<file path="src/hw/rob_cfg_pkg.sv">
package rob_cfg_pkg;

	// instruction address, one full word
	localparam int pc_width = 64;

	// architectural register number
	localparam int arn_width = 5;

	// physical register file
	localparam int prf_size = 64;
	localparam int prn_width = $clog2(prf_size);

	// entries per thread bank
	// index arithmetic wraps, so keep this a power of two
	localparam int default_rob_depth = 16;

endpackage

</file>
<file path="src/hw/rob_types_pkg.sv">
package rob_types_pkg;

	// top bit of every tag
	typedef enum logic
	{
		thread_1 = 1'b0,
		thread_2 = 1'b1
	} thread_id_t;

	// one instruction from dispatch
	typedef struct packed
	{
		logic valid;
		logic [rob_cfg_pkg::pc_width-1:0] pc;
		logic [rob_cfg_pkg::arn_width-1:0] arn_dest;
		logic [rob_cfg_pkg::prn_width-1:0] prn_dest;
		logic is_branch;
	} dispatch_slot_t;

	// one result from a function unit, the tag goes alongside
	typedef struct packed
	{
		logic valid;
		logic mispredict;
		logic [rob_cfg_pkg::pc_width-1:0] target_pc;
	} complete_t;

	// one retiring instruction, also used for the bank head views
	typedef struct packed
	{
		logic valid;
		thread_id_t thread;
		logic [rob_cfg_pkg::pc_width-1:0] pc;
		logic [rob_cfg_pkg::pc_width-1:0] target_pc;
		logic [rob_cfg_pkg::arn_width-1:0] arn_dest;
		logic [rob_cfg_pkg::prn_width-1:0] prn_dest;
		logic is_branch;
		logic mispredict;
	} commit_slot_t;

endpackage

</file>
<file path="src/hw/rob_commit_arbiter.sv">
module rob_commit_arbiter #(
	parameter int rob_depth = rob_cfg_pkg::default_rob_depth
) (
	input rob_types_pkg::commit_slot_t t1_head0,
	input rob_types_pkg::commit_slot_t t1_head1,
	input rob_types_pkg::commit_slot_t t2_head0,
	input rob_types_pkg::commit_slot_t t2_head1,
	output rob_types_pkg::commit_slot_t commit1,
	output rob_types_pkg::commit_slot_t commit2,
	output logic [1:0] t1_pop,
	output logic [1:0] t2_pop,
	output logic t1_flush,
	output logic t2_flush
);
	import rob_types_pkg::*;

	commit_slot_t grant1;
	commit_slot_t grant2;
	commit_slot_t second;
	logic kill1;
	logic kill2;

	always_comb
	begin
		grant1 = '0;
		grant2 = '0;

		// slot1 prefers thread 1
		if (t1_head0.valid)
			grant1 = t1_head0;
		else if (t2_head0.valid)
			grant1 = t2_head0;

		kill1 = grant1.valid && grant1.is_branch && grant1.mispredict;

		// slot2 from the same thread unless slot1 flushes it
		second = (grant1.thread == thread_1) ? t1_head1 : t2_head1;
		if (grant1.valid && !kill1 && second.valid)
			grant2 = second;

		// otherwise the thread-2 head may fill in behind thread 1
		if (!grant2.valid && grant1.valid && grant1.thread == thread_1 && t2_head0.valid)
			grant2 = t2_head0;

		kill2 = grant2.valid && grant2.is_branch && grant2.mispredict;
	end

	always_comb
	begin
		t1_pop = 2'(grant1.valid && grant1.thread == thread_1)
			+ 2'(grant2.valid && grant2.thread == thread_1);
		t2_pop = 2'(grant1.valid && grant1.thread == thread_2)
			+ 2'(grant2.valid && grant2.thread == thread_2);

		t1_flush = (kill1 && grant1.thread == thread_1) || (kill2 && grant2.thread == thread_1);
		t2_flush = (kill1 && grant1.thread == thread_2) || (kill2 && grant2.thread == thread_2);
	end

	always_comb
	begin
		commit1 = grant1;
		commit2 = grant2;
		commit1.mispredict = kill1; // only branches report a mispredict
		commit2.mispredict = kill2;
	end

endmodule

</file>
<file path="config.mk">
export PLATFORM = sky130hd
export DESIGN_NAME = rob_commit_arbiter
export DESIGN_NICKNAME = d
export VERILOG_FILES = /design/src/hw/rob_cfg_pkg.sv /design/src/hw/rob_types_pkg.sv /design/src/hw/rob_commit_arbiter.sv
export SDC_FILE = /design/constraint.sdc
export NUM_CORES = 1
export LEC_CHECK = 0
export BUFFER_PORTS_ARGS = -buffer_cell sky130_fd_sc_hd__buf_2
export CAP_MARGIN = 40
export CORE_AREA = 2 2 340 342
export DETAILED_ROUTE_END_ITERATION = 8
export DIE_AREA = 0 0 342 344
export GPL_TIMING_DRIVEN = 1
export SLEW_MARGIN = 20
export SYNTH_ARGS = -nofsm -noshare
export SYNTH_HDL_FRONTEND = slang
export SYNTH_SLANG_ARGS = --single-unit
</file>
<file path="constraint.sdc">
create_clock -name vclk -period 4.9
set_clock_uncertainty 0.2 [all_clocks]
set_input_delay 0.98 -clock vclk [all_inputs]
set_output_delay 0.98 -clock vclk [all_outputs]
set_load 0.02 [all_outputs]
</file>
==> summary.txt, run 1 <==
Non-filler cells in the finished layout - 2901
Sequential element share of the synthesized area - 0%
Number of max-slew violations in the final report - 0
Number of hold-repair buffers added at the cts stage - 0
Biggest fanout along the worst timing path - 23
Internal - 589 uW
Dpl cells - 2885
Clk pwr share - 0%
Number of detailed-route iterations in the first pass - 5
Placed wire-length estimate - 83700 um
Top cell type by total area after synthesis - sky130_fd_sc_hd__mux2i_1
Drt initial violations - 430
Placer Congestion - 0.901
Share of layout cells above drive strength 1 - 69.7%
Maximum number of pins on one net before global-route repair - 86
Part of the power in registers - 0%
Total net switching power - 977 uW
Placeable core region - 114000 sq um
Termination of the worst setup path - commit2[136]
Final hold violation count - 0
Detailed-route DRC error count - 0
Synth cell types - 31
Top cell type's share of synthesized area - 29.4%
Post-synthesis area per instance - 8.85 sq um
Area of the multi-input gates - 4430 sq um
Antenna violations before repair - 143
Vias in the first global route - 8609
Mapped Nets - 1120
Detail Route Antenna Nets - 0
Simple-gate portion of the synthesized area - 3.83%
Number of setup violations in the final report - 0
Critical path's slowest cell - sky130_fd_sc_hd__mux2i_2
Leading cell types in the layout, fill and taps excluded - sky130_fd_sc_hd__buf_2, sky130_fd_sc_hd__mux2i_1, sky130_fd_sc_hd__a22o_1, sky130_fd_sc_hd__o2bb2ai_1, sky130_fd_sc_hd__o2bb2ai_2
Floorplan die height - 344 um
Top-level port count - 864
Outcome - finished, final reports clean
Via count of the routed design - 9363
Synth Area in XOR/XNOR - 0%
Net switching fraction of the power - 62.4%
Wirelength, routed - 89700 um
Start point of the critical path - t1_head0[142]
Detail-routed net length per standard cell - 30.9 um
Hold slack - 2100 ps
Multiplexer share of the synthesized area - 29.4%
PortBufs - 864
Cell Chain, Critical Path - buf_6 > nand2_1 > buf_4 > nand2_8 > buf_12 > buf_12 > mux2i_2 > o2bb2ai_1 > buf_2
Maximum ir drop on the vdd rail - 47.6 uV
Biggest cell delay along the critical path - 760 ps
Vias per std cell - 3.23
Adder-cell share of the synthesized area - 0.518%
Relative max-transition margin - 41.6%
Power density over the cells - 138 nW/um^2
Largest cells by area after synthesis - sky130_fd_sc_hd__mux2i_1, sky130_fd_sc_hd__a22o_1, sky130_fd_sc_hd__o2bb2ai_1
Remaining global-route overflow - 0
Combinational family with the most area after synthesis - compound AO/OA/AOI/OAI gates
Starting utilization of the core area - 4.24%
Storage cell area - 0 sq um
Category of the critical setup timing path - in2out
Area of the mapped netlist - 4830 sq um
Cell mode on critical path - sky130_fd_sc_hd__buf_12
First-pass GRT wire length - 105000 um
Minimum period implied by the final worst setup slack - 4410 ps
Accumulated negative setup slack - 0 ps
Transition time of the tightest slew-check pin - 859 ps
Die width - 342 um
Rows - 124
Instance count of the mapped netlist - 546
Maximum clock frequency - 227 MHz
# Post-CTS Setup Buffers - 0
Flip-flop and latch count - 0
Combinational fraction of design power - 100.0%
Warning count from the yosys run - 0
WP data arrival - 3230 ps
Worst Setup Start Kind - input port
Critical path required time - 3720 ps
Clock buffer count - 0
Number of instances resized during post-cts repair - 0
Most common library cell in the layout ignoring fill and taps - sky130_fd_sc_hd__buf_2
Total routing resource utilization after global routing - 14.3%
Total die area - 118000 sq um
Fillcell total - 13400
Count of max-cap constraint violations - 0
Final #Nets - 1949
RSZ-0062 raised after global routing - no
Portion of the clock cycle consumed by the worst path in the final layout - 90.0%
Endpoint class of the critical path - output port
Leakage component of the power - 0.00551 uW
Class of the tightest hold or removal check - in2out
Area added between synthesis and finish - 135%
Share of the synthesized area in compound gates (AO/OA/AOI/OAI) - 57.4%
==> cells by family after synthesis <==
kind of cell | after synthesis
buffers and inverters | 82
AOI/OAI and AO/OA | 289
muxes | 142
adders and majority gates | 2
and+or+nand+nor | 31
==> critical path: cells and delay by family <==
kind / cells / cell delay [ps]
compound gates: 1 / 150
buf+inv: 5 / 1000
mux: 1 / 760
simple gates: 2 / 260
==> Yosys cell counts, drive strengths merged <==
cell	instances
nand3b	2
o21ai	6
a31oi	1
o211ai	1
ha	2
o311ai	1
o221ai	1
buf	36
mux2i	142
nand3	5
nor2	1
nand2b	1
or2	1
nand4b	1
and2	2
a22o	138
clkbuf	46
nor2b	2
a21boi	2
and3	3
o2bb2ai	139
nand4	1
nand2	12
==> power by group through the flow <==
stage	clock (uW)	sequential (uW)	combinational, uW
final	0.000305	0	1570
after CTS	0	0	1610
after floorplan	0	0	726
after global routing	0.000248	0	1670
after global placement	0	0	1590
after detailed placement	0	0	1600
==> stage by stage <==
stage / worst slack (ps) / util (%) / power [uW] / instance area, sq um
after floorplan: 1160 / - / 726 / 4830
after global placement: 80.8 / 9.87 / 1590 / 11200
after detailed placement: 422 / 9.93 / 1600 / 11300
after CTS: 426 / 9.93 / 1610 / 11300
after global routing: 411 / 9.95 / 1670 / 11300
final: 489 / 9.96 / 1570 / 11300
==> per-layer routing <==
metal	GRT usage [%]	vias to the layer above	routed length [um]
met4	1.51	32	2120
met2	23.3	786	39600
li1	-	4010	-
met5	0	-	195
met3	5.12	205	9410
met1	18.5	4330	38400
==> area by class of cell <==
type,instances,share of cell area (%)
tap,1512,16.7
antenna,16,0.353
timing repair buffer,909,43.9
multi-input combinational,464,39.1
==> worst min-delay path by stage <==
stage | from | endpoint | slack (ps) | cells past startpoint
floorplan | t2_head0[31] | commit2[31] | 1900 | 1
global placement | t2_head0[38] | commit2[38] | 2100 | 3
detailed placement | t1_head0[27] | commit1[27] | 2100 | 3
CTS | t2_head0[87] | commit2[87] | 2100 | 3
global route | t1_head0[13] | commit1[13] | 2110 | 3
finish | t1_head0[131] | commit1[131] | 2100 | 3
(Power assumes the default switching activity.)
==> inputs of run 2 (changes only) <==
--- a/constraint.sdc
+++ b/constraint.sdc
@@ -4,2 +4,2 @@
 set_output_delay 0.98 -clock vclk [all_outputs]
-set_load 0.02 [all_outputs]
+set_load 0.1 [all_outputs]
==> run 2 against run 1 <==
Highest routed layer unchanged; largest power group unchanged; total power is 120% higher; maximum frequency down 2.4%; hold slack improved by 86 ps.
==> summary.txt, run 2 (synthesized netlist as in run 1, its figures left out) <==
Detail Route Antenna Nets - 0 (unchanged)
Critical path's slowest cell - sky130_fd_sc_hd__mux2i_1 (was sky130_fd_sc_hd__mux2i_2)
Most common library cell in the layout ignoring fill and taps - sky130_fd_sc_hd__buf_2 (unchanged)
RSZ-0062 raised after global routing - no (unchanged)
Clock buffer count - 0 (unchanged)
Number of max-slew violations in the final report - 0 (unchanged)
Relative max-transition margin - 47.3% (was 41.6%)
Part of the power in registers - 0% (about the same)
Cell Chain, Critical Path - buf_6 > nand2_1 > buf_4 > nand2_8 > buf_12 > buf_12 > mux2i_1 > o2bb2ai_1 > buf_12 (was buf_6 > nand2_1 > buf_4 > nand2_8 > buf_12 > buf_12 > mux2i_2 > o2bb2ai_1 > buf_2)
Placed wire-length estimate - 84800 um (was 83700 um)
Clk pwr share - 0% (about the same)
Number of cells traversed by the worst hold path - 3 (unchanged)
Final hold violation count - 0 (unchanged)
Via count of the routed design - 9386 (was 9363)
Total routing resource utilization after global routing - 14.5% (was 14.3%)
Total non-filler cell area in the finished layout - 13700 sq um (was 11300 sq um)
Top-level port count - 864 (unchanged)
Vias in the first global route - 8886 (was 8609)
Final #Nets - 1966 (was 1949)
Remaining global-route overflow - 0 (unchanged)
Die width - 342 um (unchanged)
Combinational fraction of design power - 100.0% (about the same)
Wirelength, routed - 90800 um (was 89700 um)
Total die area - 118000 sq um (unchanged)
Flip-flop and latch count - 0 (unchanged)
Minimum period implied by the final worst setup slack - 4520 ps (was 4410 ps)
Placer Congestion - 0.941 (was 0.901)
Number of detailed-route iterations in the first pass - 4 (was 5)
Floorplan die height - 344 um (unchanged)
Category of the critical setup timing path - in2out (unchanged)
Cell area reported after detailed placement - 13700 sq um (was 11300 sq um)
Min-Delay Startpoint - t2_head0[46] (was t1_head0[131])
Number of instances resized during post-cts repair - 0 (unchanged)
Area added between synthesis and finish - 184% (was 135%)
Net switching fraction of the power - 70.8% (was 62.4%)
Maximum number of pins on one net before global-route repair - 72 (was 86)
Detail-routed net length per standard cell - 31.1 um (was 30.9 um)
Internal - 990 uW (was 589 uW)
Class of the tightest hold or removal check - in2out (unchanged)
Drt initial violations - 427 (was 430)
Number of setup violations in the final report - 0 (unchanged)
Number of hold-repair buffers added at the cts stage - 0 (unchanged)
Maximum ir drop on the vdd rail - 114 uV (was 47.6 uV)
Worst Setup Start Kind - input port (unchanged)
Endpoint class of the critical path - output port (unchanged)
Starting utilization of the core area - 4.24% (unchanged)
Critical path required time - 3720 ps (about the same)
WP data arrival - 3340 ps (was 3230 ps)
Dpl cells - 2902 (was 2885)
# Post-CTS Setup Buffers - 0 (unchanged)
Placeable core region - 114000 sq um (unchanged)
Power density over the cells - 247 nW/um^2 (was 138 nW/um^2)
Non-filler cells in the finished layout - 2920 (was 2901)
Antenna violations before repair - 141 (was 143)
First-pass GRT wire length - 107000 um (was 105000 um)
Portion of the clock cycle consumed by the worst path in the final layout - 92.3% (was 90.0%)
Maximum clock frequency - 221 MHz (was 227 MHz)
Detailed-route DRC error count - 0 (unchanged)
PortBufs - 864 (unchanged)
Worst min-delay path endpoint - commit2[46] (was commit1[131])
Storage cell area - 0 sq um (unchanged)
Biggest cell delay along the critical path - 660 ps (was 760 ps)
Leakage component of the power - 0.00616 uW (was 0.00551 uW)
Share of layout cells above drive strength 1 - 70.0% (was 69.7%)
Accumulated negative setup slack - 0 ps (unchanged)
Cell mode on critical path - sky130_fd_sc_hd__buf_12 (unchanged)
Outcome - finished, final reports clean (unchanged)
Total net switching power - 2400 uW (was 977 uW)
Leading cell types in the layout, fill and taps excluded - sky130_fd_sc_hd__buf_2, sky130_fd_sc_hd__buf_12, sky130_fd_sc_hd__mux2i_1, sky130_fd_sc_hd__a22o_1, sky130_fd_sc_hd__o2bb2ai_1 (was sky130_fd_sc_hd__buf_2, sky130_fd_sc_hd__mux2i_1, sky130_fd_sc_hd__a22o_1, sky130_fd_sc_hd__o2bb2ai_1, sky130_fd_sc_hd__o2bb2ai_2)
Transition time of the tightest slew-check pin - 769 ps (was 859 ps)
Vias per std cell - 3.21 (was 3.23)
Count of max-cap constraint violations - 0 (unchanged)
Rows - 124 (unchanged)
Biggest fanout along the worst timing path - 30 (was 23)
## run 2: power by group through the flow
| stage | clock network (uW) | registers, uW | logic [uW] |
|---|---|---|---|
| after floorplan | 0 | 0 | 2060 |
| after global placement | 0 | 0 | 3410 |
| after detailed placement | 0 | 0 | 3430 |
| after CTS | 0 | 0 | 3430 |
| after global routing | 0.0000546 | 0 | 3500 |
| final | 0.000409 | 0 | 3390 |
## run 2: routing by layer
layer / routed length, um / track usage, % / share of wire, %
met1: 38300 / 18.8 / 42
met2: 40900 / 24.0 / 45
met3: 9770 / 4.95 / 11
met4: 1590 / 0.740 / 1.7
met5: 206 / 0 / 0.23
## run 2: worst max-delay path by stage
stage / slack, ps / to / cells after the start / start
CTS: 320 / commit2[86] / 9 / t1_head0[142]
floorplan: 120 / commit2[100] / 7 / t1_head0[142]
global placement: 160 / commit2[5] / 9 / t1_head0[142]
finish: 380 / commit2[86] / 9 / t1_head0[142]
detailed placement: 340 / commit2[129] / 9 / t1_head0[142]
global route: 260 / commit2[86] / 9 / t1_head0[142]
## run 2: worst max-delay path, delay by kind of cell
kind / cells / cell delay (ps)
AOI/OAI and AO/OA: 1 / 250
buffers and inverters: 5 / 1100
muxes: 1 / 660
and+or+nand+nor: 2 / 280
## run 2: through the flow
step	setup WS, ps	util (%)	total power, uW	hold slack (ps)
CTS	322	12.0	3430	2180
global placement	161	11.9	3410	2180
global route	265	12.0	3500	2190
finish	380	12.0	3390	2190
detailed placement	340	12.0	3430	2180
floorplan	121	-	2060	2110
## run 2: cell type report
type               count  area [sq um]
multi-input cells    464          4430
well taps           1512          1890
diodes                18          45.0
fillers            13200        100000
repair buffers       926          7340
==> inputs of run 3 (changes only) <==
- ABC_AREA: not set -> 1
- CORE_AREA: 2 2 340 342 -> 2 2 335 337
- DIE_AREA: 0 0 342 344 -> 0 0 337 339
==> run 3 against run 2 <==
First-iteration DRC count rose by 51%; highest routed layer unchanged; hold slack better by 37 ps; die area shrank 2.9%; critical endpoint is now commit1[67].
==> summary.txt, run 3 <==
PortBufs - 864 (unchanged)
Total die area - 114000 sq um (was 118000 sq um)
Wirelength, routed - 86700 um (was 90800 um)
First-pass GRT wire length - 109000 um (was 107000 um)
Number of cells traversed by the worst hold path - 4 (was 3)
# Post-CTS Setup Buffers - 0 (unchanged)
Category of the critical setup timing path - in2out (unchanged)
Storage cell area - 0 sq um (unchanged)
Number of hold-repair buffers added at the cts stage - 0 (unchanged)
Metal-1 WL - 38600 um (was 38300 um)
Min-Delay Startpoint - t2_head0[135] (was t2_head0[46])
Worst Setup Start Kind - input port (unchanged)
Antenna violations before repair - 101 (was 141)
Relative max-transition margin - 33.2% (was 47.3%)
Portion of the clock cycle consumed by the worst path in the final layout - 91.3% (was 92.3%)
Vias in the first global route - 11300 (was 8886)
Top cells by instance count after synthesis - sky130_fd_sc_hd__nor2_1, sky130_fd_sc_hd__nand2_1, sky130_fd_sc_hd__inv_1, sky130_fd_sc_hd__o21ai_0, sky130_fd_sc_hd__o32ai_2 (was sky130_fd_sc_hd__mux2i_1, sky130_fd_sc_hd__a22o_1, sky130_fd_sc_hd__o2bb2ai_1, sky130_fd_sc_hd__clkbuf_1, sky130_fd_sc_hd__o2bb2ai_2)
Topmost layer with routed signal wires - met5 (unchanged)
Mapped Nets - 1568 (was 1120)
Worst-case setup slack after placement - 450 ps (was 340 ps)
Detailed route wirelength on metal2 - 39300 um (was 40900 um)
Top-level port count - 864 (unchanged)
Minimum period implied by the final worst setup slack - 4470 ps (was 4520 ps)
Endpoint class of the critical path - output port (unchanged)
Start point of the critical path - t1_head0[142] (unchanged)
Clock buffer count - 0 (unchanged)
Die width - 337 um (was 342 um)
Transition time of the tightest slew-check pin - 1000 ps (was 769 ps)
Power density over the cells - 256 nW/um^2 (was 247 nW/um^2)
Final #Nets - 2373 (was 1966)
Most common library cell in the layout ignoring fill and taps - sky130_fd_sc_hd__buf_2 (unchanged)
Most repeated cell in the gate-level netlist after synthesis - sky130_fd_sc_hd__nor2_1 (was sky130_fd_sc_hd__mux2i_1)
Number of setup violations in the final report - 0 (unchanged)
Detail Route Antenna Nets - 0 (unchanged)
Critical path required time - 3720 ps (about the same)
Class of the tightest hold or removal check - in2out (unchanged)
Instance count of the mapped netlist - 994 (was 546)
Starting utilization of the core area - 4.97% (was 4.24%)
Placed wire-length estimate - 79600 um (was 84800 um)
Cell area reported after detailed placement - 15500 sq um (was 13700 sq um)
Number of instances resized during post-cts repair - 0 (unchanged)
Rows - 122 (was 124)
Post-route worst setup slack - 428 ps (was 380 ps)
RSZ-0062 raised after global routing - no (unchanged)
Placer Congestion - 0.977 (was 0.941)
Metal3 WL - 6540 um (was 9770 um)
Number of max-slew violations in the final report - 0 (unchanged)
Flip-flop and latch count - 0 (unchanged)
Drt initial violations - 643 (was 427)
Largest cells by area after synthesis - sky130_fd_sc_hd__o32ai_2, sky130_fd_sc_hd__nor2_1, sky130_fd_sc_hd__o21ai_0 (was sky130_fd_sc_hd__mux2i_1, sky130_fd_sc_hd__a22o_1, sky130_fd_sc_hd__o2bb2ai_1)
Total non-filler cell area in the finished layout - 15600 sq um (was 13700 sq um)
Number of detailed-route iterations in the first pass - 5 (was 4)
Area added between synthesis and finish - 184% (about the same)
Post-synthesis area per instance - 5.51 sq um (was 8.85 sq um)
Synth cell types - 18 (was 31)
Final hold violation count - 0 (unchanged)
Worst min-delay path endpoint - commit2[135] (was commit2[46])
Via count of the routed design - 11300 (was 9386)
Area of the mapped netlist - 5480 sq um (was 4830 sq um)
Warning count from the yosys run - 0 (unchanged)
Top cell type's share of synthesized area - 26.4% (was 29.4%)
Total routing resource utilization after global routing - 14.4% (was 14.5%)
Accumulated negative setup slack - 0 ps (unchanged)
Placeable core region - 110000 sq um (was 114000 sq um)
Maximum clock frequency - 224 MHz (was 221 MHz)
Maximum ir drop on the vdd rail - 178 uV (was 114 uV)
Sequential element share of the synthesized area - 0% (unchanged)
Outcome - finished, final reports clean (unchanged)
Floorplan die height - 339 um (was 344 um)
Count of max-cap constraint violations - 0 (unchanged)
Detail-routed net length per standard cell - 26.3 um (was 31.1 um)
Remaining global-route overflow - 0 (unchanged)
Top cell type by total area after synthesis - sky130_fd_sc_hd__o32ai_2 (was sky130_fd_sc_hd__mux2i_1)
Biggest fanout along the worst timing path - 64 (was 30)
Vias per std cell - 3.42 (was 3.21)
Leading cell types in the layout, fill and taps excluded - sky130_fd_sc_hd__buf_2, sky130_fd_sc_hd__nor2_1, sky130_fd_sc_hd__nand2_1, sky130_fd_sc_hd__buf_12, sky130_fd_sc_hd__inv_1 (was sky130_fd_sc_hd__buf_2, sky130_fd_sc_hd__buf_12, sky130_fd_sc_hd__mux2i_1, sky130_fd_sc_hd__a22o_1, sky130_fd_sc_hd__o2bb2ai_1)
WP data arrival - 3290 ps (was 3340 ps)
Detailed-route DRC error count - 0 (unchanged)
Share of layout cells above drive strength 1 - 58.2% (was 70.0%)
Leakage component of the power - 0.00710 uW (was 0.00616 uW)
Maximum number of pins on one net before global-route repair - 84 (was 72)
Fraction of the core area covered by cells at the end of the flow - 14.1% (was 12.0%)
## run 3: power breakdown
group | switching (uW) | total [uW] | internal (uW)
sequential | 0 | 0 | 0
clock | 0 | 0.000409 | 0.000409
combinational | 2820 | 3980 | 1170
total | 2820 | 3980 | 1170
## run 3: cell type report
| cell class | count | area [sq um] |
|---|---|---|
| Multi-Input combinational cell | 748 | 6140 |
| Fill cell | 12700 | 94800 |
| Inverter | 151 | 574 |
| Antenna cell | 19 | 47.5 |
| Tap cell | 1488 | 1860 |
| Timing Repair Buffer | 898 | 6970 |
## run 3: critical path: stages
cell and delay, ps:
sky130_fd_sc_hd__buf_6 130, sky130_fd_sc_hd__buf_4 450, sky130_fd_sc_hd__buf_4 640, sky130_fd_sc_hd__nand2_1 220, sky130_fd_sc_hd__o21ai_1 260, sky130_fd_sc_hd__buf_2 500
## run 3: worst max path at each step
stage                       end  slack [ps]  cells after the start
CTS                  commit2[9]         400                     10
detailed placement   commit2[9]         450                     10
global placement     commit2[9]         410                     10
floorplan           commit2[43]        -230                      7
global route         commit2[9]         370                     10
finish              commit1[67]         430                      6
## run 3: cells by family (layout without fill, tap and decap cells)
family | Yosys count | in the layout | share of synthesized area (%)
AOI/OAI and AO/OA | 279 | 279 | 47.2
and+or+nand+nor | 467 | 467 | 32.5
adders and majority gates | 2 | 2 | 0.456
other | 0 | 19 | 0
buffers and inverters | 246 | 1049 | 19.8
## run 3: layer usage
metal  GRT usage, %  vias up
li1               -     4966
met1           19.2     5352
met2           23.7      798
met3           3.24      170
met4           2.40       20
met5              0        -
## run 3: through the flow
stage / total power, uW / std cells / hold slack (ps)
after floorplan: 2610 / 994 / 2100
after global placement: 4000 / 3285 / 2230
after detailed placement: 4000 / 3285 / 2230
after CTS: 4010 / 3285 / 2230
after global routing: 4110 / 3291 / 2250
final: 3980 / 3304 / 2220
